===== src/rtl/jtshouse_pkg.sv =====
// Shared definitions for the arcade CPU bus model
//  - address map, bus sizes and key chip constants
//  - address union with ROM and I/O views
//  - target enumeration and the stage structs

package jtshouse_pkg;

    localparam int ADDR_W     = 22;
    localparam int DATA_W     = 8;
    localparam int RAM_AW     = 11;     // 2 KB, mirrored inside its region
    localparam int VRAM_AW    = 10;     // 16-bit words
    localparam int BANK_W     = 3;
    localparam int ROM_OFFS_W = 17;
    localparam int REG_W      = 6;
    localparam int OFFS_W     = 15;
    localparam int KEY_AW     = 3;

    // I/O region codes, valid with bit 21 clear
    localparam logic [REG_W-1:0] REG_RAM  = 6'd0;
    localparam logic [REG_W-1:0] REG_VRAM = 6'd1;
    localparam logic [REG_W-1:0] REG_KEY  = 6'd2;

    localparam logic [DATA_W-1:0] KEY_ID   = 8'hB6;
    localparam logic [DATA_W-1:0] ERR_DATA = 8'hFF;

    // ROM view of the byte address
    typedef struct packed {
        logic [BANK_W-1:0]     bank;
        logic [1:0]            unused;
        logic [ROM_OFFS_W-1:0] offset;
    } rom_view_t;

    // I/O view of the byte address
    typedef struct packed {
        logic              is_rom;
        logic [REG_W-1:0]  region;
        logic [OFFS_W-1:0] offset;
    } io_view_t;

    // Bit 21 tells which view applies
    typedef union packed {
        rom_view_t rom;
        io_view_t  io;
    } bus_addr_u;

    typedef enum logic [2:0] {
        TGT_ROM,
        TGT_RAM,
        TGT_VRAM,
        TGT_KEY,
        TGT_NONE
    } target_e;

    typedef struct packed {
        bus_addr_u         addr;
        logic              wr;
        logic [DATA_W-1:0] wdata;
        logic              valid;
    } bus_req_t;

    typedef struct packed {
        target_e           target;
        logic [ADDR_W-1:0] rom_addr;
        logic [OFFS_W-1:0] offset;
        logic              wr;
        logic [DATA_W-1:0] wdata;
        logic              valid;
    } dec_req_t;

    typedef struct packed {
        logic [DATA_W-1:0] rdata;
        logic              err;
        logic              valid;
    } bus_rsp_t;

endpackage


===== src/rtl/jtshouse_bus_decode.sv =====
// Address decode stage
//  - picks ROM, RAM, VRAM, key chip or nothing from the byte address
//  - builds the ROM address, bit 16 inverted in the top bank
//  - registers the decoded request

`timescale 1ns/1ps

module jtshouse_bus_decode(
    input                          clk,
    input                          rst_n,

    input  jtshouse_pkg::bus_req_t req,
    output jtshouse_pkg::dec_req_t dec
);

    import jtshouse_pkg::*;

    target_e               tgt_next;
    logic [ADDR_W-1:0]     rom_next;
    logic [BANK_W-1:0]     bank;
    logic [ROM_OFFS_W-1:0] rom_offs;

    assign bank     = req.addr.rom.bank;
    assign rom_offs = req.addr.rom.offset;

    always_comb begin
        if (req.addr.io.is_rom) begin
            tgt_next = TGT_ROM;
        end else begin
            case (req.addr.io.region)
                REG_RAM:  tgt_next = TGT_RAM;
                REG_VRAM: tgt_next = TGT_VRAM;
                REG_KEY:  tgt_next = TGT_KEY;
                default:  tgt_next = TGT_NONE;
            endcase
        end
    end

    // The last bank has its bit 16 flipped on the board
    always_comb begin
        rom_next = {bank, 2'b00, rom_offs};
        if (&bank) begin
            rom_next[ROM_OFFS_W-1] = ~rom_offs[ROM_OFFS_W-1];
        end
    end

    always_ff @(posedge clk) begin
        if (!rst_n) begin
            dec.valid <= 1'b0;
        end else begin
            dec.valid <= req.valid;
        end
        if (req.valid) begin
            dec.target   <= tgt_next;
            dec.rom_addr <= rom_next;
            dec.offset   <= req.addr.io.offset;
            dec.wr       <= req.wr;
            dec.wdata    <= req.wdata;
        end
    end

endmodule


===== config.mk =====
export PLATFORM = sky130hd
export DESIGN_NAME = jtshouse_bus_decode
export DESIGN_NICKNAME = d
export VERILOG_FILES = /design/src/rtl/jtshouse_pkg.sv /design/src/rtl/jtshouse_bus_decode.sv
export SDC_FILE = /design/constraint.sdc
export NUM_CORES = 1
export LEC_CHECK = 0
export BUFFER_PORTS_ARGS = -buffer_cell sky130_fd_sc_hd__buf_2
export CORE_MARGIN = 1
export CORE_UTILIZATION = 45
export CTS_BUF_LIST = sky130_fd_sc_hd__clkbuf_2
export DETAILED_ROUTE_END_ITERATION = 12
export PLACE_DENSITY = 0.88
export SKIP_LAST_GASP = 1
export SYNTH_ARGS = -nofsm -noshare
export SYNTH_HDL_FRONTEND = slang
export SYNTH_SLANG_ARGS = --single-unit

===== constraint.sdc =====
create_clock -name clk -period 1.8 [get_ports clk]
set_input_delay 0.18 -clock clk [delete_from_list [all_inputs] [get_ports clk]]
set_output_delay 0.18 -clock clk [all_outputs]
set_load 0.02 [all_outputs]

# After elaboration in Yosys (flattened, before gate mapping)
# Index checks and enable logic that the tools add are counted.
# op_classes
n_eq_ne	2
mux	2
n_bitwise	1
reduce_logical	2
# op_table
cell	n
$pmux 3 s3	1
$eq 6x1->1 const B	1
$eq 6x2->1 const B	1
$logic_not 6->1	1
$reduce_and 3->1	1
$mux 1	1
$not 1->1	1
# totals
reg_bits	48
in_bits	34
output_inout_bits	50
elab_cells	13

# Longest topological paths before layout
# depth
ltp_word	2
ltp_mapped	2
mapped_depth_nobuf	2

# Worst setup path before layout
# Ideal clock, no wire load.
# synth_timing
path_kind	input to register
start	input req[30] (netlist name)
end	register dec[48] (netlist name) (data pin)
setup_time_ns	0.150
arrival_time_ns	0.849
t_required_ns	1.650
path_slack_ns	0.801
stages	2
n_path_buf	0
path_cell_list	or4_4 > nor3_2
# synth_via
elab_chain_len	2
word_cells_on_any_way	4
cone_classes	2 x eq/ne; 1 x mux; 1 x reduce/logical
# synth_lines
item	line	source
start, declared	jtshouse_bus_decode.sv:12	input jtshouse_pkg::bus_req_t req,
$eq 6x2->1 (tied with other cells)	jtshouse_bus_decode.sv:30	case (req.addr.io.region)
$pmux 3 s3 (*)	jtshouse_bus_decode.sv:30	
end, declared	jtshouse_bus_decode.sv:13	output jtshouse_pkg::dec_req_t dec
# Mark *: on every way between the ends. The rest lies on a longest branch, timed or not.
# A chain may end at the register's enable or synchronous reset.

# Worst setup path in the final report
# layout_timing
start	register dec[13] (netlist name)
end	output dec[13] (netlist name)
# No word-level cell between the ends.

==> results.md <==
* Routability cong. at 0.653
* Count of final hold-check violations at 0
* Non-Filler Instances at 187
* # hold bufs at CTS at 24
* Regs by FF count: dec: 33 flops
* Slowest CP cell: edfxtp_1
* Site Rows at 18
* Initial Util at 0.479
* Number of global-route vias before repair at 749
* IR drop worst, VDD at 0.570 mV
* Avg Inst Size Synth at 19.5 um^2
* Status: finished, final reports clean
* P&R area growth vs syn at 49.9%
* Max-Cap Viols at 0
* H-tree Lvls at 2
* Critical Path Source Type: flip-flop
* Worst path required time at 1.62 ns
* Synth Instances at 61
* HP Class: input port to flip-flop
* Gr usage total at 0.204
* #FFs+latches synth at 33
* Die Area at 0.00285 mm^2
* I/O pin count at 84
* Pin count of the biggest net entering global routing at 34
* Worst Max-Slew Pin Slew at 0.692 ns
* Drt first pass iters at 4
* CP bufs+invs at 1
* Worst Setup SP: dec[13]$_DFFE_PP_
* CP endpoint kind: output port
* Unrepaired setup endpoints after global routing: false
* Crit Path Class: flip-flop to output port
* Worst endpoint data arrival time at 0.97 ns
* Die height at 53.4 um
* Root Buffer: clkbuf_2
* Max reg flops at 33
* Clock edge transition at the registers on the reported setup and hold paths at 0.16 ns
* Endpoints failing setup at 0
* Fraction of layout cells with a size suffix above 1 at 0.573
* Min Hold Slack at 0.0263 ns
* Num CTS Buffers at 5
* Final worst-path cycle share at 0.638
* Yosys top cell by area: edfxtp_1
* Iteration-0 DRC Markers at 20
* Synthesis Warnings at 0
* Relative slew slack at 0.539
* LEAKAGE at 0.000792 uW
* CTS tree: done
* Commonest non-fill, non-tap cells in the layout: buf_2, edfxtp_1, dlygate4sd3_1, clkbuf_2
* Drt total wl at 2640 um
* Port bufs at 81
* Power Density at 865 mW/mm^2
* Post-Syn Area at 0.00119 mm^2
* N_diodes at 0
* Setup_tns at 0 ns
* Cell variety after synth at 12
* Placed Cells at 156
* Commonest non-fill, non-tap cell in the layout: buf_2
* Wire per inst at 14.1 um
* Max Slew Vio Count at 0
* Post_cts resized at 0
* Synth top area share at 0.809
* Core box area at 0.00248 mm^2
* First-pass GRT wire length at 3660 um
* Nets at 191
* Crit-path leading delay family: flip-flops
* TritonCTS Sinks at 33
* Crit path time final at 1.15 ns
* CP Cell Sequence: buf_2
* Die Width at 53.4 um
* Critical-path maximum fanout at 2
* Grt ovf at 0
* Fmax at 870 MHz
* DR vias at 842
* Via density at 4.50
* Post-DRT Antenna Nets at 0
* Sequential share of the synthesized area at 0.826
* DRC at 0
* Initial antenna violation count at 0
* CTS max path bufs at 2
* Synth area leaders: edfxtp_1, buf_4, dfxtp_1
* CP peak stage delay at 0.43 ns
* Post-CTS Setup Inserts at 0
* Register bank with the most flops: dec
* Worst setup margin at 0.651 ns
* Pre-CTS WS at 0.643 ns
* Hold Path Origin: rst_n
==> cell usage after synthesis, drive strengths merged <==
library cell / instances
and2: 1
nor3: 2
buf: 17
nor4: 1
conb: 1
nand3: 1
dfxtp: 1
xnor2: 2
or4: 1
a21oi: 1
nand2: 1
edfxtp: 32
==> report_power, final <==
part           switching, uW  internal, uW  total, uW
Clock                    224          90.6        314
Combinational            181           119        301
Sequential              18.5           908        926
==> cell type report <==
cell class,instances,area [um^2]
fillers,168,697
clock buffers,6,30.0
multi-input cells,12,82.6
well taps,30,37.5
clock inverters,1,3.75
repair buffers,105,646
flip-flops and latches,33,981
==> cells by family (layout without fill, tap and decap cells) <==
logic type / count (synthesis) / count (layout) / share of synthesized area
buf+inv: 17 / 112 / 0.107
other cells: 1 / 2 / 0.00316
flops: 33 / 33 / 0.826
xor+xnor: 2 / 2 / 0.0148
simple gates: 7 / 7 / 0.0443
compound gates: 1 / 1 / 0.00421
==> worst paths after layout <==
path,to,slack (ns),cells after the start
worst min-delay path,dec[0]$_SDFF_PN0_,0.03,2
worst max-delay path,dec[13],0.65,1
==> per-stage QoR <==
stage	utilization	cell area (um^2)	power, uW
2_1_floorplan	-	1190	1110
3_3_place_gp	0.608	1510	1190
3_5_place_dp	0.608	1510	1200
4_1_cts	0.719	1780	1540
5_1_grt	0.719	1780	1610
6_report	0.719	1780	1540
==> per-layer routing <==
metal	vias up	track usage	share of wire	wire [um]
met2	55	0.342	0.54	1430
met1	390	0.233	0.37	979
met5	-	0	0	0
met4	0	0.118	0.0083	22
met3	2	0.0517	0.076	201
li1	395	-	-	-
(Power assumes the default switching activity.)
