==> config.mk <==
export PLATFORM = sky130hd
export DESIGN_NAME = jtshouse_key
export DESIGN_NICKNAME = d
export VERILOG_FILES = /design/src/rtl/jtshouse_pkg.sv /design/src/rtl/jtshouse_key.sv
export SDC_FILE = /design/constraint.sdc
export NUM_CORES = 1
export LEC_CHECK = 0
export BUFFER_PORTS_ARGS = -buffer_cell sky130_fd_sc_hd__buf_2
export CORE_MARGIN = 2
export CORE_UTILIZATION = 40
export DETAILED_ROUTE_END_ITERATION = 16
export GPL_ROUTABILITY_DRIVEN = 0
export GPL_TIMING_DRIVEN = 0
export PLACE_DENSITY_LB_ADDON = 0.25
export SYNTH_ARGS = -nofsm -noshare
export SYNTH_HDL_FRONTEND = slang
export SYNTH_SLANG_ARGS = --single-unit
==> constraint.sdc <==
create_clock -name clk -period 16.22 [get_ports clk]
set_input_delay 3.244 -clock clk [delete_from_list [all_inputs] [get_ports clk]]
set_output_delay 3.244 -clock clk [all_outputs]
set_load 0.02 [all_outputs]
==> src/rtl/jtshouse_pkg.sv <==
// Shared definitions for the arcade CPU bus model
//  - address map, bus sizes and key chip constants
//  - address union with ROM and I/O views
//  - target enumeration and the stage structs

package jtshouse_pkg;

    localparam int ADDR_W     = 22;
    localparam int DATA_W     = 8;
    localparam int RAM_AW     = 11;     // 2 KB, mirrored inside its region
    localparam int VRAM_AW    = 10;     // 16-bit words
    localparam int BANK_W     = 3;
    localparam int ROM_OFFS_W = 17;
    localparam int REG_W      = 6;
    localparam int OFFS_W     = 15;
    localparam int KEY_AW     = 3;

    // I/O region codes, valid with bit 21 clear
    localparam logic [REG_W-1:0] REG_RAM  = 6'd0;
    localparam logic [REG_W-1:0] REG_VRAM = 6'd1;
    localparam logic [REG_W-1:0] REG_KEY  = 6'd2;

    localparam logic [DATA_W-1:0] KEY_ID   = 8'hB6;
    localparam logic [DATA_W-1:0] ERR_DATA = 8'hFF;

    // ROM view of the byte address
    typedef struct packed {
        logic [BANK_W-1:0]     bank;
        logic [1:0]            unused;
        logic [ROM_OFFS_W-1:0] offset;
    } rom_view_t;

    // I/O view of the byte address
    typedef struct packed {
        logic              is_rom;
        logic [REG_W-1:0]  region;
        logic [OFFS_W-1:0] offset;
    } io_view_t;

    // Bit 21 tells which view applies
    typedef union packed {
        rom_view_t rom;
        io_view_t  io;
    } bus_addr_u;

    typedef enum logic [2:0] {
        TGT_ROM,
        TGT_RAM,
        TGT_VRAM,
        TGT_KEY,
        TGT_NONE
    } target_e;

    typedef struct packed {
        bus_addr_u         addr;
        logic              wr;
        logic [DATA_W-1:0] wdata;
        logic              valid;
    } bus_req_t;

    typedef struct packed {
        target_e           target;
        logic [ADDR_W-1:0] rom_addr;
        logic [OFFS_W-1:0] offset;
        logic              wr;
        logic [DATA_W-1:0] wdata;
        logic              valid;
    } dec_req_t;

    typedef struct packed {
        logic [DATA_W-1:0] rdata;
        logic              err;
        logic              valid;
    } bus_rsp_t;

endpackage

==> src/rtl/jtshouse_key.sv <==
// Protection key chip
//  - ID register at offset 0
//  - two operand registers and their 16-bit product

`timescale 1ns/1ps

module jtshouse_key(
    input                                   clk,
    input                                   rst_n,

    input                                   cs,
    input                                   wr,
    input        [jtshouse_pkg::KEY_AW-1:0] offset,
    input        [jtshouse_pkg::DATA_W-1:0] din,
    output logic [jtshouse_pkg::DATA_W-1:0] dout
);

    import jtshouse_pkg::*;

    logic [DATA_W-1:0]   op_a;
    logic [DATA_W-1:0]   op_b;
    logic [2*DATA_W-1:0] product;

    assign product = op_a * op_b;

    // Only the operand registers take writes
    always_ff @(posedge clk) begin
        if (!rst_n) begin
            op_a <= '0;
            op_b <= '0;
        end else if (cs && wr) begin
            case (offset)
                3'd1:    op_a <= din;
                3'd2:    op_b <= din;
                default: ;
            endcase
        end
    end

    always_comb begin
        case (offset)
            3'd0:    dout = KEY_ID;
            3'd1:    dout = op_a;
            3'd2:    dout = op_b;
            3'd3:    dout = product[DATA_W-1:0];
            3'd4:    dout = product[2*DATA_W-1:DATA_W];
            default: dout = '0;
        endcase
    end

endmodule

# ---- Word level (Yosys, flattened, before mapping)
# Index checks and enable logic that the tools add are counted.
dict set report word_totals {
  regBits 16
  input_bits 15
  out_inout_bits 8
  wordCells 12
}
dict set report op_classes {
  multipliers 1
  reduce_logical 4
  eq_ne 4
  n_mux 1
}
# operator n
set op_table {}
lappend op_table {{$pmux 8 s5} 1}
lappend op_table {{$mul 8x8->16} 1}
lappend op_table {{$eq 3x2->1 const B} 2}
lappend op_table {{$reduce_and 2->1} 2}
lappend op_table {{$eq 3x1->1 const B} 1}
lappend op_table {{$eq 3x3->1 const B} 1}
lappend op_table {{$logic_not 3->1} 1}
lappend op_table {{$logic_and 1x1->1} 1}

# ---- Longest topological paths before layout
# Gate-level depths: netlist of run 1.
dict set report depth {
  depth_word 2
  depth_mapped 17
  ltp_nobuf 15
}

# ---- Worst setup path after synthesis of run 1
# OpenSTA, ideal clock, no wires.
dict set report synth_path {
  kind {flip-flop to output port}
  startpoint {register op_b[7]}
  endpoint {output dout[6] (netlist bit)}
  setup_slack_ns 8.429
  t_arrival_ns 4.547
  path_buffers 1
  required_time_ns 12.976
  stages_incl_launch_ff 16
  path_cell_list {dfxtp_1 clkbuf_1 nand2_1 fa_1 fa_1 inv_1 fa_1 inv_1 fa_1 inv_1 ha_1 a21o_1 a31oi_4 a21oi_1 o31a_1 o31ai_1}
}
dict set report synth_between {
  elab_chain_cells 2
}
# item line
set synth_lines {}
lappend synth_lines {{from (decl)} jtshouse_key.sv:21} ;# logic [DATA_W-1:0] op_b;
lappend synth_lines {{from (signal assigned)} jtshouse_key.sv:34} ;# 3'd2: op_b <= din;
lappend synth_lines {{$mul 8x8->16} jtshouse_key.sv:24} ;# assign product = op_a * op_b;
lappend synth_lines {{$pmux 8 s5} jtshouse_key.sv:41} ;# case (offset)
lappend synth_lines {{to (decl)} jtshouse_key.sv:15} ;# output logic [jtshouse_pkg::DATA_W-1:0] dout
# No other way between the ends.

# ---- Worst setup path after layout of run 1
dict set report layout_path {
  startpoint {register op_b[7]}
  endpoint {output dout[7] (netlist bit)}
}
dict set report layout_between {
  elab_chain_cells 2
}
# item line
set layout_lines {}
lappend layout_lines {{$mul 8x8->16} jtshouse_key.sv:24}
lappend layout_lines {{$pmux 8 s5 *} jtshouse_key.sv:41}
# Every way passes the cells marked *; elsewhere a longest branch is shown, timed or not.

==> impl_metrics.tcl, run 1 <==
set metrics [dict create \
    outcome "completed" \
    hold-worst-slack_ns 0.670 \
    grt_max_degree 11 \
    clk_latency_ns 0.24 \
    period_needed_ns 8.39 \
    slew_viol_final 0 \
    grt.overflow.total 0 \
    post_cts_buffers 0 \
    grt.total_usage_pct 17.2 \
    ctsHoldBuffers 0 \
    fin_cells 468 \
    synth-seq-area-share_pct 10.6 \
    cp_max_fo 10 \
    worst_pin_slew_ns 0.541 \
    synth-edff-count 0 \
    yosysUniqueCellTypes 47 \
    slew_headroom_pct 63.9 \
    grt_pass1_vias 2499 \
    yosys_most_used_dff "dfxtp_1" \
    synthArstFlopShare_pct 0 \
    power_leakage_nw 1.64 \
    synth_top_cell_by_area "fa_1" \
    end_kind "output pin" \
    path_clk_slew_ns 0.06 \
    start_kind "register" \
    hold_viol 0 \
    cts_tree "done" \
    fin_tns_setup_ns 0 \
    p_per_area_mw_per_mm2 24.9 \
    final_nets 458 \
    drive_gt1_share_pct 9.76 \
    routed_wirelength_um 6690 \
    via_per_inst 5.14 \
    max_freq_mhz 119 \
    via_count 2407 \
    die_y_um 91.0 \
    arrival_ns 5.15 \
    clockBufferDepth 2 \
    cts_sinks 16 \
    synth_nets 432 \
    cts-resized-gates 0 \
    dr.pass1.iters 4 \
    htreeDepth 1 \
    final_common_cell "and2_1" \
    setup_viol 0 \
    period_share_pct 51.7 \
    cts_buffers 3 \
    die_area_mm2 0.00828 \
    final_area_mm2 0.00330 \
    criticalPathCategory "reg2out" \
    rows 31 \
    postPlaceCellArea_mm2 0.00326 \
    wl_per_cell_um 14.3 \
    worstHoldPathType "reg2reg" \
    avgSynthCellArea_um2 8.78 \
    max_cap_viol_count 0 \
    skew_ns 0 \
    numPortBuffers 21 \
    synth_area_leaders "fa_1, ha_1, dfxtp_1" \
    layout_common_cells "and2_1, inv_1, fa_1, ha_1, buf_2" \
    start_util_pct 41.5 \
    netlist.area_leader.share_pct 23.8 \
    rsz0062_at_grt "false" \
    grt_pass1_wl_um 11800 \
    drt_iter0_markers 82 \
    setup_slack_ns 7.83 \
    root_buffer "clkbuf_8" \
    place_inst 465 \
    dp_hpwl_um 5250 \
    die_w_um 91.0 \
    antenna_found_initial 0 \
    ys_ff_latch 16 \
    coreArea_mm2 0.00729 \
    drc_errors 0 \
    crit_required_ns 12.98 \
    area_delta_synth_final_pct 8.93 \
    antenna_cells 0 \
    yosys_warnings 0 \
    ioPinCount 23 \
    syn_inst 345 \
    ant_nets 0 \
    irDropWorstVdd_v 0.0000429 \
    syn_area_mm2 0.00303 \
    place_ws_ns 8.08 \
]
[cell usage after synthesis (2+ instances only)]
cell / instances
dfxtp_1: 16
nor2_1: 7
mux2i_1: 19
nor3_1: 3
nand4_1: 3
and2_1: 51
clkbuf_1: 11
o22ai_1: 2
nor3b_1: 3
a21o_1: 5
nand3b_1: 2
fa_1: 36
o31ai_1: 2
a211o_1: 3
nand2_1: 21
a21oi_1: 7
a31oi_1: 2
xnor2_1: 8
inv_1: 50
nor2b_1: 17
ha_1: 36
nand2b_1: 3
buf_2: 4
o21ai_0: 6
and4_1: 2
o21bai_1: 2
nand3_1: 4
[layout make-up]
class	count	area, µm²
buffer	17	76.3
clock buffer	3	41.3
fill	766	3990
inverter	50	188
multi-input combinational	262	2440
sequential	16	320
tap	99	124
timing repair buffer	21	105
[kinds of logic after synthesis]
group           synth area share, %
compound gates                 9.96
flops                          10.6
buf+inv                        8.72
simple gates                   22.8
mux                            6.65
xor+xnor                       2.60
fa+ha+maj                      38.7
[per-layer routing]
layer	routed length, µm	GRT usage, %	vias to the layer above
met5	0	0	-
met4	71	2.78	0
met3	160	2.07	6
met2	3340	29.6	32
met1	3110	23.6	1200
li1	-	-	1169
[worst max-delay path, cell delays in order (launching register included)]
cell	delay [ns]
dfxtp_1	0.30
clkbuf_1	0.36
nand2_1	0.15
fa_1	0.52
fa_1	0.54
inv_1	0.05
fa_1	0.52
inv_1	0.05
fa_1	0.53
inv_1	0.05
ha_1	0.39
a21o_1	0.27
a221oi_2	0.47
o211ai_1	0.20
xnor2_1	0.16
o32ai_1	0.13
buf_2	0.21
[registers in the layout, summed over array words and instances, names as in the netlist]
name	flops
op_a	8
op_b	8
[path summary, 6_finish.rpt]
check	start	endpoint	slack (ns)	cells after the start
max reg2reg	op_a[6]	op_a[6]	15.15	3
max	op_b[7]	dout[7]	7.83	16
min	op_b[0]	op_b[0]	0.67	2
min reg2reg	op_b[0]	op_b[0]	0.67	2
[metrics by stage]
| step | power (W) | util, % |
|---|---|---|
| after floorplan | 0.0000488 | - |
| after global placement | 0.0000537 | 44.7 |
| after detailed placement | 0.0000539 | 44.7 |
| after CTS | 0.0000829 | 45.2 |
| after global routing | 0.0000864 | 45.2 |
| final | 0.0000823 | 45.2 |
[report_power, final]
group          switching [W]  leakage [nW]  internal, W  total (W)
clock network      0.0000129        0.0216    0.0000164  0.0000294
logic             0.00000715          1.49   0.00000508  0.0000122
registers        0.000000882         0.129    0.0000398  0.0000407
(Power assumes the default switching activity.)
==> inputs of run 2 (changes only) <==
--- a/config.mk
+++ b/config.mk
@@ -5,6 +5,7 @@
 export SDC_FILE = /design/constraint.sdc
 export NUM_CORES = 1
 export LEC_CHECK = 0
+export ABC_AREA = 1
 export BUFFER_PORTS_ARGS = -buffer_cell sky130_fd_sc_hd__buf_2
 export CORE_MARGIN = 2
 export CORE_UTILIZATION = 40
==> constraint.sdc (replaced) <==
create_clock -name clk -period 7.9 [get_ports clk]
set_input_delay 1.58 -clock clk [delete_from_list [all_inputs] [get_ports clk]]
set_output_delay 1.58 -clock clk [all_outputs]
set_load 0.02 [all_outputs]
==> impl_metrics.tcl, run 2 <==
set metrics [dict create \
    antenna_found_initial 0 \
    synth_top_cell_by_area "fa_1" \
    criticalPathCategory "reg2out" \
    grt_pass1_wl_um 13600 \
    worst_pin_slew_ns 0.589 \
    die_area_mm2 0.00873 \
    start_util_pct 41.4 \
    layout_common_cells "nand2_1, inv_1, nor2_1, fa_1, ha_1" \
    routed_wirelength_um 7570 \
    p_per_area_mw_per_mm2 53.3 \
    crit_required_ns 6.32 \
    cts-resized-gates 0 \
    slew_headroom_pct 60.7 \
    syn_inst 505 \
    cts_tree "done" \
    period_share_pct 78.4 \
    setup_slack_ns 1.70 \
    path_clk_slew_ns 0.07 \
    outcome "completed" \
    fin_tns_setup_ns 0 \
    slew_viol_final 0 \
    die_w_um 93.4 \
    grt_max_degree 11 \
    hold_viol 0 \
    skew_ns 0 \
    netlist.area_leader.share_pct 22.5 \
    synth-edff-count 0 \
    grt.total_usage_pct 19.4 \
    ctsHoldBuffers 0 \
    arrival_ns 4.62 \
    drt_iter0_markers 173 \
    yosys_warnings 0 \
    dp_hpwl_um 6130 \
    yosysUniqueCellTypes 23 \
    critPathBufInv 6 \
    grt.overflow.total 0 \
    synth_area_leaders "fa_1, nand2_1, inv_1" \
    syn_area_mm2 0.00320 \
    avgSynthCellArea_um2 6.34 \
    holdPathStages 3 \
    die_y_um 93.4 \
    synth_common_cells "nand2_1, inv_1, nor2_1" \
    via_per_inst 4.70 \
    coreArea_mm2 0.00773 \
    drc_errors 0 \
    numPortBuffers 22 \
    clk_latency_ns 0.25 \
    power_leakage_nw 2.35 \
    via_count 2972 \
    yosys_most_used_dff "dfxtp_1" \
    ioPinCount 23 \
    rows 32 \
    worstHoldPathType "reg2reg" \
    period_needed_ns 6.20 \
    crit_chain "clkbuf_1 -> nand2_1 -> fa_1 -> fa_1 -> inv_1 -> fa_1 -> inv_1 -> fa_1 -> inv_1 -> ha_1 -> nand2_1 -> inv_1 -> nand2_1 -> nand2_1 -> nand2_1 -> nand3_1 -> nand2_1 -> nand3_1 -> nand2_1 -> buf_2" \
    max_cap_viol_count 0 \
    place_ws_ns 2.02 \
    critical-path-top-delay-family "adder cells" \
    yosys.cell_count.top_type "nand2_1" \
    antenna_cells 0 \
    cts_sinks 16 \
    path_depth 20 \
    final_area_mm2 0.00349 \
    drive_gt1_share_pct 7.34 \
    top_regs "op_a (8), op_b (8)" \
    final_nets 619 \
    cp_max_fo 10 \
    grt_pass1_vias 3030 \
    max_freq_mhz 161 \
    htreeDepth 1 \
    postPlaceCellArea_mm2 0.00344 \
    ys_ff_latch 16 \
    synth-seq-area-share_pct 10.0 \
    setup_viol 0 \
    synthArstFlopShare_pct 0 \
    cts_buffers 3 \
    max_stage_delay_ns 0.52 \
    rsz0062_at_grt "false" \
    post_cts_buffers 0 \
    critPathMostFrequentCell "nand2_1" \
    clockBufferDepth 2 \
    wl_per_cell_um 12.0 \
    place_inst 629 \
    fin_cells 633 \
    root_buffer "clkbuf_8" \
    ant_nets 0 \
    synth_nets 592 \
    area_delta_synth_final_pct 9.15 \
    slowest_stage "fa_1" \
    end_kind "output pin" \
    rr_worst_depth 3 \
    final_common_cell "nand2_1" \
    start_kind "register" \
    irDropWorstVdd_v 0.000119 \
    dr.pass1.iters 4 \
]
==> run 2: changes by cell type after synthesis, sizes merged, moves of 5 or more <==
| cell | change |
|---|---|
| buf | -5 |
| nand3 | +19 |
| o21ai | +14 |
| inv | +88 |
| and2 | -51 |
| a21o | -5 |
| xnor2 | -8 |
| nor2 | +39 |
| mux2i | -19 |
| clkbuf | +5 |
| nand2 | +129 |
| nor2b | -17 |
==> run 2: cell families (layout without fill, tap and decap cells) <==
family / Yosys count / after routing / synth area share [%]
AO/OA/AOI/OAI: 33 / 33 / 5.59
XOR/XNOR: 1 / 1 / 0.274
adder cells (fa/ha/maj): 72 / 72 / 36.6
buffers and inverters: 155 / 181 / 18.2
flip-flops: 16 / 16 / 10.0
AND/OR/NAND/NOR: 228 / 228 / 29.3
==> run 2: layout make-up <==
class | instances | area (µm²)
well taps | 102 | 128
inverters | 138 | 518
multi-input cells | 334 | 2300
repair buffers | 22 | 110
fillers | 837 | 4240
clock buffers | 4 | 55.1
plain buffers | 17 | 63.8
flip-flops and latches | 16 | 320
==> run 2: report_power, final <==
part	switching [W]	total (W)	internal [W]
clock network	0.0000299	0.0000742	0.0000443
registers	0.000000393	0.0000828	0.0000824
logic	0.0000206	0.0000292	0.00000862
==> run 2: worst paths after layout <==
check	start	end	slack, ns
max	op_b[4]	dout[5]	1.70
min	op_a[7]	op_a[7]	0.77
min reg2reg	op_a[7]	op_a[7]	0.77
max reg2reg	op_b[5]	op_b[5]	6.80
==> run 2: layer usage <==
layer	wire (µm)	GRT usage, %	share of wire (%)
met1	3340	24.8	44
met3	328	1.45	4.3
met4	140	4.41	1.8
met2	3770	35.4	50
met5	0	0	0
==> run 2: worst min-delay path, delay by kind of cell (launching register included) <==
family,cells,cell delay [ns]
buffers and inverters,2,0.35
flip-flops,1,0.30
AO/OA/AOI/OAI,1,0.07
==> run 2: per-stage QoR <==
step	total power (W)	hold slack (ns)	utilization, %
after global placement	0.000114	0.770	44.5
after floorplan	0.000101	0.621	-
after CTS	0.000187	0.774	45.2
after detailed placement	0.000114	0.765	44.5
final	0.000186	0.767	45.2
after global routing	0.000195	0.811	45.2
