File: config.mk
export PLATFORM = sky130hd
export DESIGN_NAME = jtshouse_apb_port
export DESIGN_NICKNAME = d
export VERILOG_FILES = /design/src/rtl/jtshouse_pkg.sv /design/src/rtl/jtshouse_apb_port.sv
export SDC_FILE = /design/constraint.sdc
export NUM_CORES = 1
export LEC_CHECK = 0
export ABC_AREA = 1
export BUFFER_PORTS_ARGS = -buffer_cell sky130_fd_sc_hd__buf_4
export CAP_MARGIN = 20
export CORE_MARGIN = 4
export CORE_UTILIZATION = 40
export DETAILED_ROUTE_END_ITERATION = 6
export PLACE_DENSITY = 0.77
export SLEW_MARGIN = 40
export SYNTH_ARGS = -nofsm -noshare
export SYNTH_HDL_FRONTEND = slang
export SYNTH_SLANG_ARGS = --single-unit
File: constraint.sdc
create_clock -name clk -period 2.6 [get_ports clk]
set_input_delay 0.26 -clock clk [delete_from_list [all_inputs] [get_ports clk]]
set_output_delay 0.26 -clock clk [all_outputs]
set_load 0.05 [all_outputs]
File: src/rtl/jtshouse_pkg.sv
// Shared definitions for the arcade CPU bus model
//  - address map, bus sizes and key chip constants
//  - address union with ROM and I/O views
//  - target enumeration and the stage structs

package jtshouse_pkg;

    localparam int ADDR_W     = 22;
    localparam int DATA_W     = 8;
    localparam int RAM_AW     = 11;     // 2 KB, mirrored inside its region
    localparam int VRAM_AW    = 10;     // 16-bit words
    localparam int BANK_W     = 3;
    localparam int ROM_OFFS_W = 17;
    localparam int REG_W      = 6;
    localparam int OFFS_W     = 15;
    localparam int KEY_AW     = 3;

    // I/O region codes, valid with bit 21 clear
    localparam logic [REG_W-1:0] REG_RAM  = 6'd0;
    localparam logic [REG_W-1:0] REG_VRAM = 6'd1;
    localparam logic [REG_W-1:0] REG_KEY  = 6'd2;

    localparam logic [DATA_W-1:0] KEY_ID   = 8'hB6;
    localparam logic [DATA_W-1:0] ERR_DATA = 8'hFF;

    // ROM view of the byte address
    typedef struct packed {
        logic [BANK_W-1:0]     bank;
        logic [1:0]            unused;
        logic [ROM_OFFS_W-1:0] offset;
    } rom_view_t;

    // I/O view of the byte address
    typedef struct packed {
        logic              is_rom;
        logic [REG_W-1:0]  region;
        logic [OFFS_W-1:0] offset;
    } io_view_t;

    // Bit 21 tells which view applies
    typedef union packed {
        rom_view_t rom;
        io_view_t  io;
    } bus_addr_u;

    typedef enum logic [2:0] {
        TGT_ROM,
        TGT_RAM,
        TGT_VRAM,
        TGT_KEY,
        TGT_NONE
    } target_e;

    typedef struct packed {
        bus_addr_u         addr;
        logic              wr;
        logic [DATA_W-1:0] wdata;
        logic              valid;
    } bus_req_t;

    typedef struct packed {
        target_e           target;
        logic [ADDR_W-1:0] rom_addr;
        logic [OFFS_W-1:0] offset;
        logic              wr;
        logic [DATA_W-1:0] wdata;
        logic              valid;
    } dec_req_t;

    typedef struct packed {
        logic [DATA_W-1:0] rdata;
        logic              err;
        logic              valid;
    } bus_rsp_t;

endpackage

File: src/rtl/jtshouse_apb_port.sv
// APB slave port of the CPU bus
//  - captures the setup cycle as a one-cycle request
//  - registers the bus response onto prdata, pready and pslverr

`timescale 1ns/1ps

module jtshouse_apb_port(
    input                                   clk,
    input                                   rst_n,

    // APB slave
    input                                   psel,
    input                                   penable,
    input                                   pwrite,
    input        [jtshouse_pkg::ADDR_W-1:0] paddr,
    input        [jtshouse_pkg::DATA_W-1:0] pwdata,
    output logic [jtshouse_pkg::DATA_W-1:0] prdata,
    output logic                            pready,
    output logic                            pslverr,

    // Internal bus
    output jtshouse_pkg::bus_req_t          req,
    input  jtshouse_pkg::bus_rsp_t          rsp
);

    import jtshouse_pkg::*;

    logic started;
    logic setup;

    // A setup held longer than one cycle is taken only once
    assign setup = psel && !penable && !started;

    always_ff @(posedge clk) begin
        if (!rst_n) begin
            started   <= 1'b0;
            req.valid <= 1'b0;
            pready    <= 1'b0;
            pslverr   <= 1'b0;
        end else begin
            req.valid <= setup;
            if (setup) begin
                started <= 1'b1;
            end else if (pready) begin
                started <= 1'b0;
            end
            // rsp.valid is a single pulse, so is pready
            pready  <= rsp.valid;
            pslverr <= rsp.valid && rsp.err;
        end
    end

    // Transfer payload
    always_ff @(posedge clk) begin
        if (setup) begin
            req.addr  <= paddr;
            req.wr    <= pwrite;
            req.wdata <= pwdata;
        end
    end

    // Read data for the closing access cycle
    always_ff @(posedge clk) begin
        if (rsp.valid) begin
            prdata <= rsp.rdata;
        end
    end

endmodule

* Word-level counts from Yosys, hierarchy flattened
Cells that the tools add are included.
Word-level totals: register bits after elaboration 43, input port bits 45, output and inout bits 42, word-level logic and storage cells 16
Operators by class: muxes and demuxes 2, reduce and logical (&&, ||, !) cells 6
Operators by type and width (count):
- $logic_and A1 B1 Y1 | 3
- $logic_not A1 Y1 | 2
- $mux W1 | 2
- $reduce_bool A2 Y1 | 1

* Depth between registers and ports, before layout
Gate-level depths: netlist of the first run.
depth after elaboration 4, gate-level depth with buffers 4, mapped depth without buffers 4

* Worst setup path after synthesis of the first run
OpenSTA, ideal clock, no wires.
kind register to register, start register started, end register req[10] in the netlist's numbering, enable pin, setup time 0.420 ns, arrival 1.717 ns, required time 2.180 ns, setup slack 0.463 ns, cell stages (with the launch flop) 4, path buffers 0, clock period less this slack 2.137 ns, path through dfxtp_1 inv_2 nand2_1 nor2_1
On the way: longest elaborated chain between the ends 2
RTL lines:
- start, declared | line jtshouse_apb_port.sv:28 | logic started;
- start signal, assigned | line jtshouse_apb_port.sv:36 | started <= 1'b0;
- start signal, assigned | line jtshouse_apb_port.sv:43 | started <= 1'b1;
- start signal, assigned | line jtshouse_apb_port.sv:45 | started <= 1'b0;
- $logic_not A1 Y1 | line jtshouse_apb_port.sv:32 | assign setup = psel && !penable && !started;
- $logic_and A1 B1 Y1 | line jtshouse_apb_port.sv:32
- net setup | line jtshouse_apb_port.sv:29 | logic setup;
- end, declared | line jtshouse_apb_port.sv:22 | output jtshouse_pkg::bus_req_t req,
The timed path passes the listed nets, and every way through them passes these cells. A chain may end at the register's enable or synchronous reset.

* Final worst setup path of the first run
start register started, end register req[30] in the netlist's numbering, enable pin
The elaborated chain is that of the path after synthesis.

==> results of run 1 <==
layout by cell type (no fill, tap or decap):
master      n
dfxtp_1     4
nor2_2      2
buf_4      87
inv_2       1
nand4_1     1
nor2_1      1
bufinv_16   1
clkinv_1    1
nand2_1     4
clkbuf_4    5
clkinv_2    1
edfxtp_1   39
inv_1       4
per-layer routing:
| layer | vias up | global-route usage |
|---|---|---|
| met1 | 359 | 0.121 |
| met2 | 52 | 0.226 |
| met4 | 0 | 0.0544 |
| met3 | 2 | 0.0940 |
| met5 | - | 0 |
| li1 | 394 | - |
path summary, 6_finish.rpt:
path,end,slack [ps],cells after the start
max,req[30],1020,4
min,req[17],90,1
max reg2reg,req[30],1020,4
min reg2reg,req[0],540,3
sequential cells by signal, summed over array words and instances (netlist names):
name	flops
req	32
pready	1
started	1
pslverr	1
prdata	8
cells by family after synthesis:
family,after synthesis
flip-flops,43
AND/OR/NAND/NOR,8
buffers and inverters,5
per-stage QoR:
step	setup slack (ps)	hold WS, ps	area (um2)	std cells	total power, mW
floorplan	463	359	1310	56	0.951
global placement	1090	438	2020	187	1.05
detailed placement	1020	439	2020	187	1.06
CTS	1000	71.8	2090	195	1.45
global route	914	28.2	2090	195	1.51
finish	1020	93.6	2090	195	1.43
synth_stat cells (all sizes together):
cell type  number  area share
edfxtp         39        0.90
nor2            3       0.011
inv             5       0.014
nand4           1      0.0048
nand2           4       0.012
dfxtp           4       0.061
worst register-to-register path: stages, from the launching register on:
cell and delay, ps:
dfxtp_1 320, inv_2 70, nand2_1 60, nor2_2 450
buf_4 380
final cells by class:
| type | count | share of cell area |
|---|---|---|
| clock buffers | 5 | 0.0179 |
| clock inverters | 3 | 0.0185 |
| inverters | 5 | 0.00897 |
| multi-input cells | 8 | 0.0179 |
| flip-flops and latches | 43 | 0.598 |
| well taps | 44 | 0.0263 |
| repair buffers | 87 | 0.312 |
power groups by stage:
stage               clock (mW)  combinational [mW]  sequential [mW]
global placement             0               0.236            0.818
floorplan                    0              0.0127            0.938
detailed placement           0               0.240            0.820
CTS                      0.405               0.240            0.805
finish                   0.389               0.237            0.804
global route             0.458               0.248            0.807
==> metrics.md, run 1 <==
| Metric | Value |
|---|---|
| Final Max Tran Viols | 0 |
| Register area share after synthesis | 0.959 |
| Post-CTS sizing | 0 |
| Residual DRC count | 0 |
| Synth Area in XOR/XNOR | 0 |
| NetSw | 0.354 mW |
| Relative slew slack | 0.613 |
| Worst-Margin Slew | 581 ps |
| Synth cell types | 8 |
| Hold Fails Final Rpt | 0 |
| Tcrit/Tclk final | 0.607 |
| Site row count | 20 |
| Initial DRC count | 6 |
| # IOs | 87 |
| Crit Path Max Fanout | 20 |
| Area of the multi-input gates | 37.5 um2 |
| HP Class | in -> reg |
| Maximum capacitance violations | 0 |
| Post-Synth Adder-Cell Area | 0 |
| Initial Util | 0.424 |
| Core Area | between 0.003 and 0.004 mm2 |
| Largest net degree at the start of global routing | 21 |
| Layout cells sized above 1 | 0.642 |
| Largest family of logic cells by synthesized area | simple AND/OR/NAND/NOR gates |
| Logic gate share of total power | 0.166 |
| Quantity of hold-fixing buffers added after cts | 0 |
| Mux cell area share after synthesis | 0 |
| Final number of setup-violating endpoints | 0 |
| Crit-path max cell delay | about 450 ps |
| Critical Path Source Type | register |
| Sink Count | 43 |
| Synth Warn # | 0 |
| WP data required | roughly 2600 ps |
| Skew-Pair Late Insertion Delay | ~330 ps |
| Power per cell area | 684 mW/mm2 |
| Post-layout util | 0.680 |
| Maximum root-to-sink buffer count | 2 |
| Skew final | ~3.4 ps |
| Seq pwr share | 0.562 |
| DRT Pass-1 Iters | 4 |
| Met1 wire length | 827 um |
| Max Used Layer | met4 |
| Ant. Diodes | 0 |
| Clock Root Buffer | clkbuf_4 |
| DR WL/cell | roughly 13 um |
| Post-synthesis simple-gate area fraction | 0.0268 |
| Min Tclk post-route | approximately 1600 ps |
| Fmax | around 0.63 GHz |
| Met3 WL | about 380 um |
| Initial antenna violation count | 0 |
| Clock Power Share | 0.272 |
| Launching point of the worst reg2reg path | started |
| Routed wire length | ~2600 um |
| Met2 Routed Length | approximately 1400 um |
| H-tree levels | 2 |
| Setup crit end kind | register |
| Crit path buffers/inverters | 2 |
| Seq cells post-synth | 43 |
| # Post-CTS Setup Buffers | 0 |
| CP Launch Point | started |
| Vias in the first global route | roughly 890 |
| Die area | 0.00424 mm2 |
| TritonCTS clock tree | built |
| CTS Buf Count | 5 |
| Switch share | 0.247 |
| Routability congestion estimate | between 0.6 and 0.7 |
| Die Ht | 65.1 um |
| Fillers | 237 |
| CP max stage cell | nor2_2 |
| Leakage | between 0.9 and 1 nW |
| Via count | between 800 and 900 |
| RSZ-0062 raised after global routing | false |
| Worst path cell trace | inv_2 > nand2_1 > nor2_2 > buf_4 |
| Final nets | 195 |
| Grt ovf | 0 |
| HPWL Detailed | 2110 um |
| Hold_sp | paddr[7] |
| Synthesized area | between 0.001 and 0.0015 mm2 |
| Avg Inst Size Synth | approximately 23 um2 |
| Syn nets | 101 |
| Area delta synth->final | 60.3% |
| Gr usage total | 0.133 |
| Status | completed |
| Worst path arrival time | about 1600 ps |
| Die Wd | roughly 65 um |
| Internal Power | around 1.1 mW |
| Via density | 4.14 |
| Sequential Area | about 0.0013 mm2 |
| Peak supply drop | about 0.5 mV |
| DRT antenna net count | 0 |
| Post-Syn Instances | between 50 and 60 |
| CP Class | reg -> reg |
| Synth Area in Compound Gates | 0 |
| Largest delay share family, worst path | simple AND/OR/NAND/NOR gates |
| Port bufs | 86 |
| Global-route wire length before repair | 4040 um |
| Total negative slack | 0 ps |
| Clock transition at path regs | 110 ps |
(Power assumes the default switching activity.)
==> inputs of run 2 (changes only) <==
==> constraint.sdc (replaced) <==
create_clock -name clk -period 1.5 [get_ports clk]
set_input_delay 0.15 -clock clk [delete_from_list [all_inputs] [get_ports clk]]
set_output_delay 0.15 -clock clk [all_outputs]
set_load 0.05 [all_outputs]
==> run 2 against run 1 <==
- worst setup slack lost 630 ps
- clock skew is 1.4 ps higher
- sequential cell count is the same
- sequential power increased by 73%
- clock power grew 34%
- register-to-register slack got worse by 630 ps
- highest routed layer unchanged
- critical endpoint is now req[16]
==> metrics.md, run 2 (synthesis results as in run 1) <==
| Metric | Value |
|---|---|
| Min Tclk post-route | 1110 ps |
| Crit Path Max Fanout | 31 |
| Design Area, Final | between 0.002 and 0.0025 mm2 |
| Logic gate share of total power | 0.210 |
| Biggest regs | req x32, prdata x8 |
| Largest delay share family, worst path | flip-flops |
| Initial DRC count | 12 |
| Setup crit end kind | register |
| Crit path buffers/inverters | 2 |
| Power per cell area | approximately 1000 mW/mm2 |
| Port bufs | 86 |
| H-tree levels | 2 |
| Die Ht | ~65 um |
| Sink Count | 43 |
| Ant. Diodes | 0 |
| Clock Root Buffer | clkbuf_4 |
| Post-layout util | 0.804 |
| RSZ-0062 raised after global routing | false |
| Gr usage total | 0.179 |
| Maximum root-to-sink buffer count | 2 |
| Maximum capacitance violations | 0 |
| HPWL Detailed | between 2000 and 2500 um |
| Final nets | about 230 |
| DRT antenna net count | 0 |
| WHS | around 32 ps |
| TritonCTS clock tree | built |
| Crit-path max cell delay | about 340 ps |
| Core Area | 0.00308 mm2 |
| HP Class | in -> reg |
| Worst path cell trace | inv_2 > nand2_1 > nor2_4 > buf_12 |
| Total power | between 2 and 2.5 mW |
| Internal Power | approximately 1.8 mW |
| Min-Delay Endpoint | pslverr |
| Tcrit/Tclk final | 0.738 |
| Skew final | 4.82 ps |
| Fillers | approximately 160 |
| Via count | 1000 |
| Quantity of hold-fixing buffers added after cts | 39 |
| Via density | between 4 and 5 |
| Relative slew slack | 0.890 |
| Area delta synth->final | 89.5% |
| Status | completed |
| Post-CTS sizing | 0 |
| Initial antenna violation count | 0 |
| Routed wire length | ~3400 um |
| Leakage | ~1.1 nW |
| Final number of setup-violating endpoints | 0 |
| DRT Pass-1 Iters | 4 |
| Switch share | 0.267 |
| Reg-to-reg endpoint | req[16] |
| Hold path depth | 3 |
| Fmax | about 0.9 GHz |
| Clock Power Share | 0.215 |
| Die area | roughly 0.0042 mm2 |
| Worst path arrival time | around 1200 ps |
| Hold_sp | rsp[1] |
| DR WL/cell | 14.7 um |
| Critical Path Source Type | register |
| CTS Buf Count | 5 |
| Residual DRC count | 0 |
| DP Cell Count | roughly 190 |
| Worst-Margin Slew | roughly 160 ps |
| Post-Layout Cell Count | approximately 230 |
| Hold Fails Final Rpt | 0 |
| Seq pwr share | 0.575 |
| Initial Util | 0.424 |
| Peak supply drop | between 0.6 and 0.7 mV |
| Worst r2r path cells | 4 |
| CP Class | reg -> reg |
| Final worst slack | 393 ps |
| Vias in the first global route | about 1100 |
| NetSw | 0.648 mW |
| WP data required | roughly 1600 ps |
| Largest Register | req |
| Grt ovf | 0 |
| Pre-CTS WS | 440 ps |
| Launching point of the worst reg2reg path | started |
| Site row count | 20 |
| Total negative slack | 0 ps |
| Routability congestion estimate | 0.687 |
| Max reg flops | 32 |
| Commonest non-fill, non-tap cell in the layout | buf_4 |
| Global-route wire length before repair | approximately 5300 um |
| Largest net degree at the start of global routing | 32 |
| Placement Cell Area | roughly 0.0020 mm2 |
| Flop2flop setup slack | 390 ps |
| Skew-Pair Late Insertion Delay | ~350 ps |
| Commonest cells after routing, fill and taps aside | buf_4 (86), dlygate4sd3_1 (39), edfxtp_1 (39) |
| # Post-CTS Setup Buffers | 0 |
| Clock transition at path regs | between 100 and 150 ps |
| # IOs | 87 |
| Die Wd | around 65 um |
| Layout cells sized above 1 | 0.505 |
| CP max stage cell | dfxtp_1 |
| Final Max Tran Viols | 0 |
[run 2: cell types whose count changed in the layout (fill, tap and decap cells not counted)]
| cell | change |
|---|---|
| buf_4 | -1 |
| buf_12 | +1 |
| nor2_4 | +1 |
| nor2_2 | -1 |
| clkbuf_1 | +2 |
| dlygate4sd3_1 | +39 |
| clkinv_1 | -1 |
| bufinv_16 | -1 |
[run 2: routing by layer]
metal / wire length, um / track usage
met1: 965 / 0.140
met4: 46 / 0.0622
met5: 0 / 0
met2: 2090 / 0.364
met3: 346 / 0.0872
[run 2: worst max path at each step]
stage	cells after the start	endpoint	slack (ps)	from
finish	4	req[16]	390	started
global route	4	req[25]	330	started
CTS	1	req[2]	360	req[2]
detailed placement	4	req[17]	440	started
global placement	4	req[13]	470	started
floorplan	3	req[10]	210	started
[run 2: area by class of cell]
cell class / instances / area (um2) / share of cell area
Inverter: 5 / 18.8 / 0.00759
Timing Repair Buffer: 126 / 1060 / 0.427
Multi-Input combinational cell: 8 / 42.5 / 0.0172
Clock buffer: 7 / 45.0 / 0.0182
Tap cell: 44 / 55.1 / 0.0223
Clock inverter: 1 / 5.00 / 0.00202
Sequential cell: 43 / 1250 / 0.506
[run 2: worst min-delay path: cells and delay by family]
kind | cells | cell delay, ps
buffers and inverters | 2 | 150
and+or+nand+nor | 1 | 40
[run 2: power by group through the flow]
stage               clock (mW)  combinational (mW)  sequential, mW
floorplan                    0              0.0242            1.62
global placement             0               0.416            1.42
detailed placement           0               0.424            1.42
CTS                      0.540               0.505            1.39
global route             0.611               0.532            1.40
finish                   0.522               0.508            1.39
==> inputs of run 3 (changes only) <==
==> constraint.sdc (replaced) <==
create_clock -name clk -period 1.07 [get_ports clk]
set_input_delay 0.107 -clock clk [delete_from_list [all_inputs] [get_ports clk]]
set_output_delay 0.107 -clock clk [all_outputs]
set_load 0.05 [all_outputs]
==> run 3 against run 2 <==
- the flow now finishes with violations (negative setup slack)
- critical path type unchanged
- first-iteration DRC count increased to 5.3 times the previous value
- clock power increased by 97%
- sequential share of layout area fell by 4.4 points
- die area did not move
- combinational power up 58%
- largest power group unchanged
- fmax decreased by 2.2%
- clock skew increased by 11 ps
- clock-buffer cell count fell by 2
- non-clock buffer count up 5
- sequential cell count stayed put
==> metrics.md, run 3 (synthesis results as in run 1) <==
| Metric | Value |
|---|---|
| Maximum capacitance violations | 0 |
| Sink Count | 43 |
| Peak supply drop | around 0.95 mV |
| Status | finished with violations |
| WP data required | 1140 ps |
| Worst-Margin Slew | approximately 200 ps |
| RSZ-0062 raised after global routing | true |
| Hold Fails Final Rpt | 0 |
| Initial Util | 0.424 |
| Leakage | 1.16 nW |
| Maximum root-to-sink buffer count | 2 |
| Final Max Tran Viols | 0 |
| Fillers | approximately 120 |
| Worst r2r path cells | 4 |
| Routability congestion estimate | 0.693 |
| Initial antenna violation count | 0 |
| Sequential Area | 0.00125 mm2 |
| Hold path depth | 1 |
| DRT Pass-1 Iters | 4 |
| Crit Path Max Fanout | 16 |
| Skew final | around 16 ps |
| Hold_sp | rsp[0] |
| Layout cells sized above 1 | 0.533 |
| Area of the multi-input gates | roughly 50 um2 |
| Die Ht | ~65 um |
| H-tree levels | 2 |
| Flop2flop setup slack | -60 ps |
| Critical Path Source Type | register |
| Initial DRC count | 63 |
| Via density | between 4 and 5 |
| Largest Register | req |
| Port bufs | between 80 and 90 |
| CP Class | reg -> reg |
| Worst path arrival time | roughly 1200 ps |
| CP max stage cell | dfxtp_2 |
| Setup crit end kind | register |
| Relative slew slack | 0.864 |
| Clock transition at path regs | about 140 ps |
| Residual DRC count | 0 |
| Routed wire length | approximately 4300 um |
| Commonest non-fill, non-tap cell in the layout | buf_4 |
| Clock Root Buffer | clkbuf_4 |
| Grt ovf | 0 |
| Ant. Diodes | 0 |
| Biggest regs | req x32, prdata x8 |
| CTS Buf Count | 5 |
| Max reg flops | 32 |
| Gr usage total | 0.191 |
| TritonCTS clock tree | built |
| Power per cell area | around 1400 mW/mm2 |
| Final worst slack | -61.2 ps |
| Largest net degree at the start of global routing | 32 |
| Min Tclk post-route | around 1100 ps |
| Final nets | 239 |
| Fmax | just under 0.9 GHz |
| Commonest cells after routing, fill and taps aside | buf_4 (50), dlygate4sd3_1 (41), edfxtp_1 (39) |
| Worst path cell trace | inv_2 > nand2_4 > nor2_4 > buf_12 |
| DRT antenna net count | 0 |
| Via count | between 1000 and 1500 |
| Crit-path max cell delay | 340 ps |
| Final number of setup-violating endpoints | 35 |
| HP Class | in -> reg |
| Crit path buffers/inverters | 2 |
| Min-Delay Endpoint | prdata[7] |
| Total negative slack | -1410 ps |
| Launching point of the worst reg2reg path | started |
| Tcrit/Tclk final | 1.06 |
| Reg-to-reg endpoint | req[2] |
| Largest delay share family, worst path | flip-flops |
| Area delta synth->final | 108% |
| Vias in the first global route | between 1000 and 1500 |
| Critical path depth | 4 |
| DR WL/cell | approximately 18 um |
| Core Area | just over 0.003 mm2 |
| Die Wd | between 60 and 70 um |
| Failing checks | negative setup slack |
| Pre-CTS WS | ~22 ps |
| Die area | between 0.004 and 0.005 mm2 |
| HPWL Detailed | 2090 um |
| # IOs | 87 |
| Site row count | 20 |
| Global-route wire length before repair | around 5700 um |
| Skew-Pair Late Insertion Delay | roughly 350 ps |
==> run 3: layer usage <==
layer / wire, um / GRT usage
met2: 2400 / 0.369
met3: 374 / 0.0889
met1: 1450 / 0.157
met5: 0 / 0
met4: 67 / 0.0959
==> run 3: worst max path at each step <==
stage / end / from
after floorplan: req[10] / started
after global placement: req[25] / started
after detailed placement: req[6] / started
after CTS: req[2] / started
after global routing: req[12] / started
final: req[2] / started
==> run 3: power breakdown <==
| group | switching (mW) | internal (mW) | leakage [nW] |
|---|---|---|---|
| clock | 0.539 | 0.492 | 0.0452 |
| sequential | 0.0414 | 1.93 | 0.401 |
| combinational | 0.430 | 0.372 | 0.715 |
| total | 1.01 | 2.80 | 1.16 |
==> run 3: cell type report <==
class,instances,share of cell area
Clock buffer,5,0.0138
Clock inverter,3,0.0161
Inverter,5,0.00691
Multi-Input combinational cell,8,0.0184
Sequential cell,43,0.461
Tap cell,44,0.0203
Timing Repair Buffer,131,0.463
==> run 3: stage by stage <==
step                      cell area [um2]  hold slack [ps]  power, mW  cells   util
after floorplan                      1320              206       2.31     56      -
after global placement               2040              285       2.57    187  0.661
after detailed placement             2040              286       2.59    187  0.661
after CTS                            2530             19.7       3.69    236  0.824
after global routing                 2720             23.0       3.94    239  0.883
final                                2720             35.4       3.81    239  0.883
==> run 3: what timing repair did <==
action                                 in CTS  in global routing
setup endpoints to repair                   2                 67
cloned                                      0                  2
endpoints found under the hold margin      42                  0
setup buffers                               0                  1
hold buffers                               41                  0
resized for setup                           2                 38
pin swaps                                   0                  0
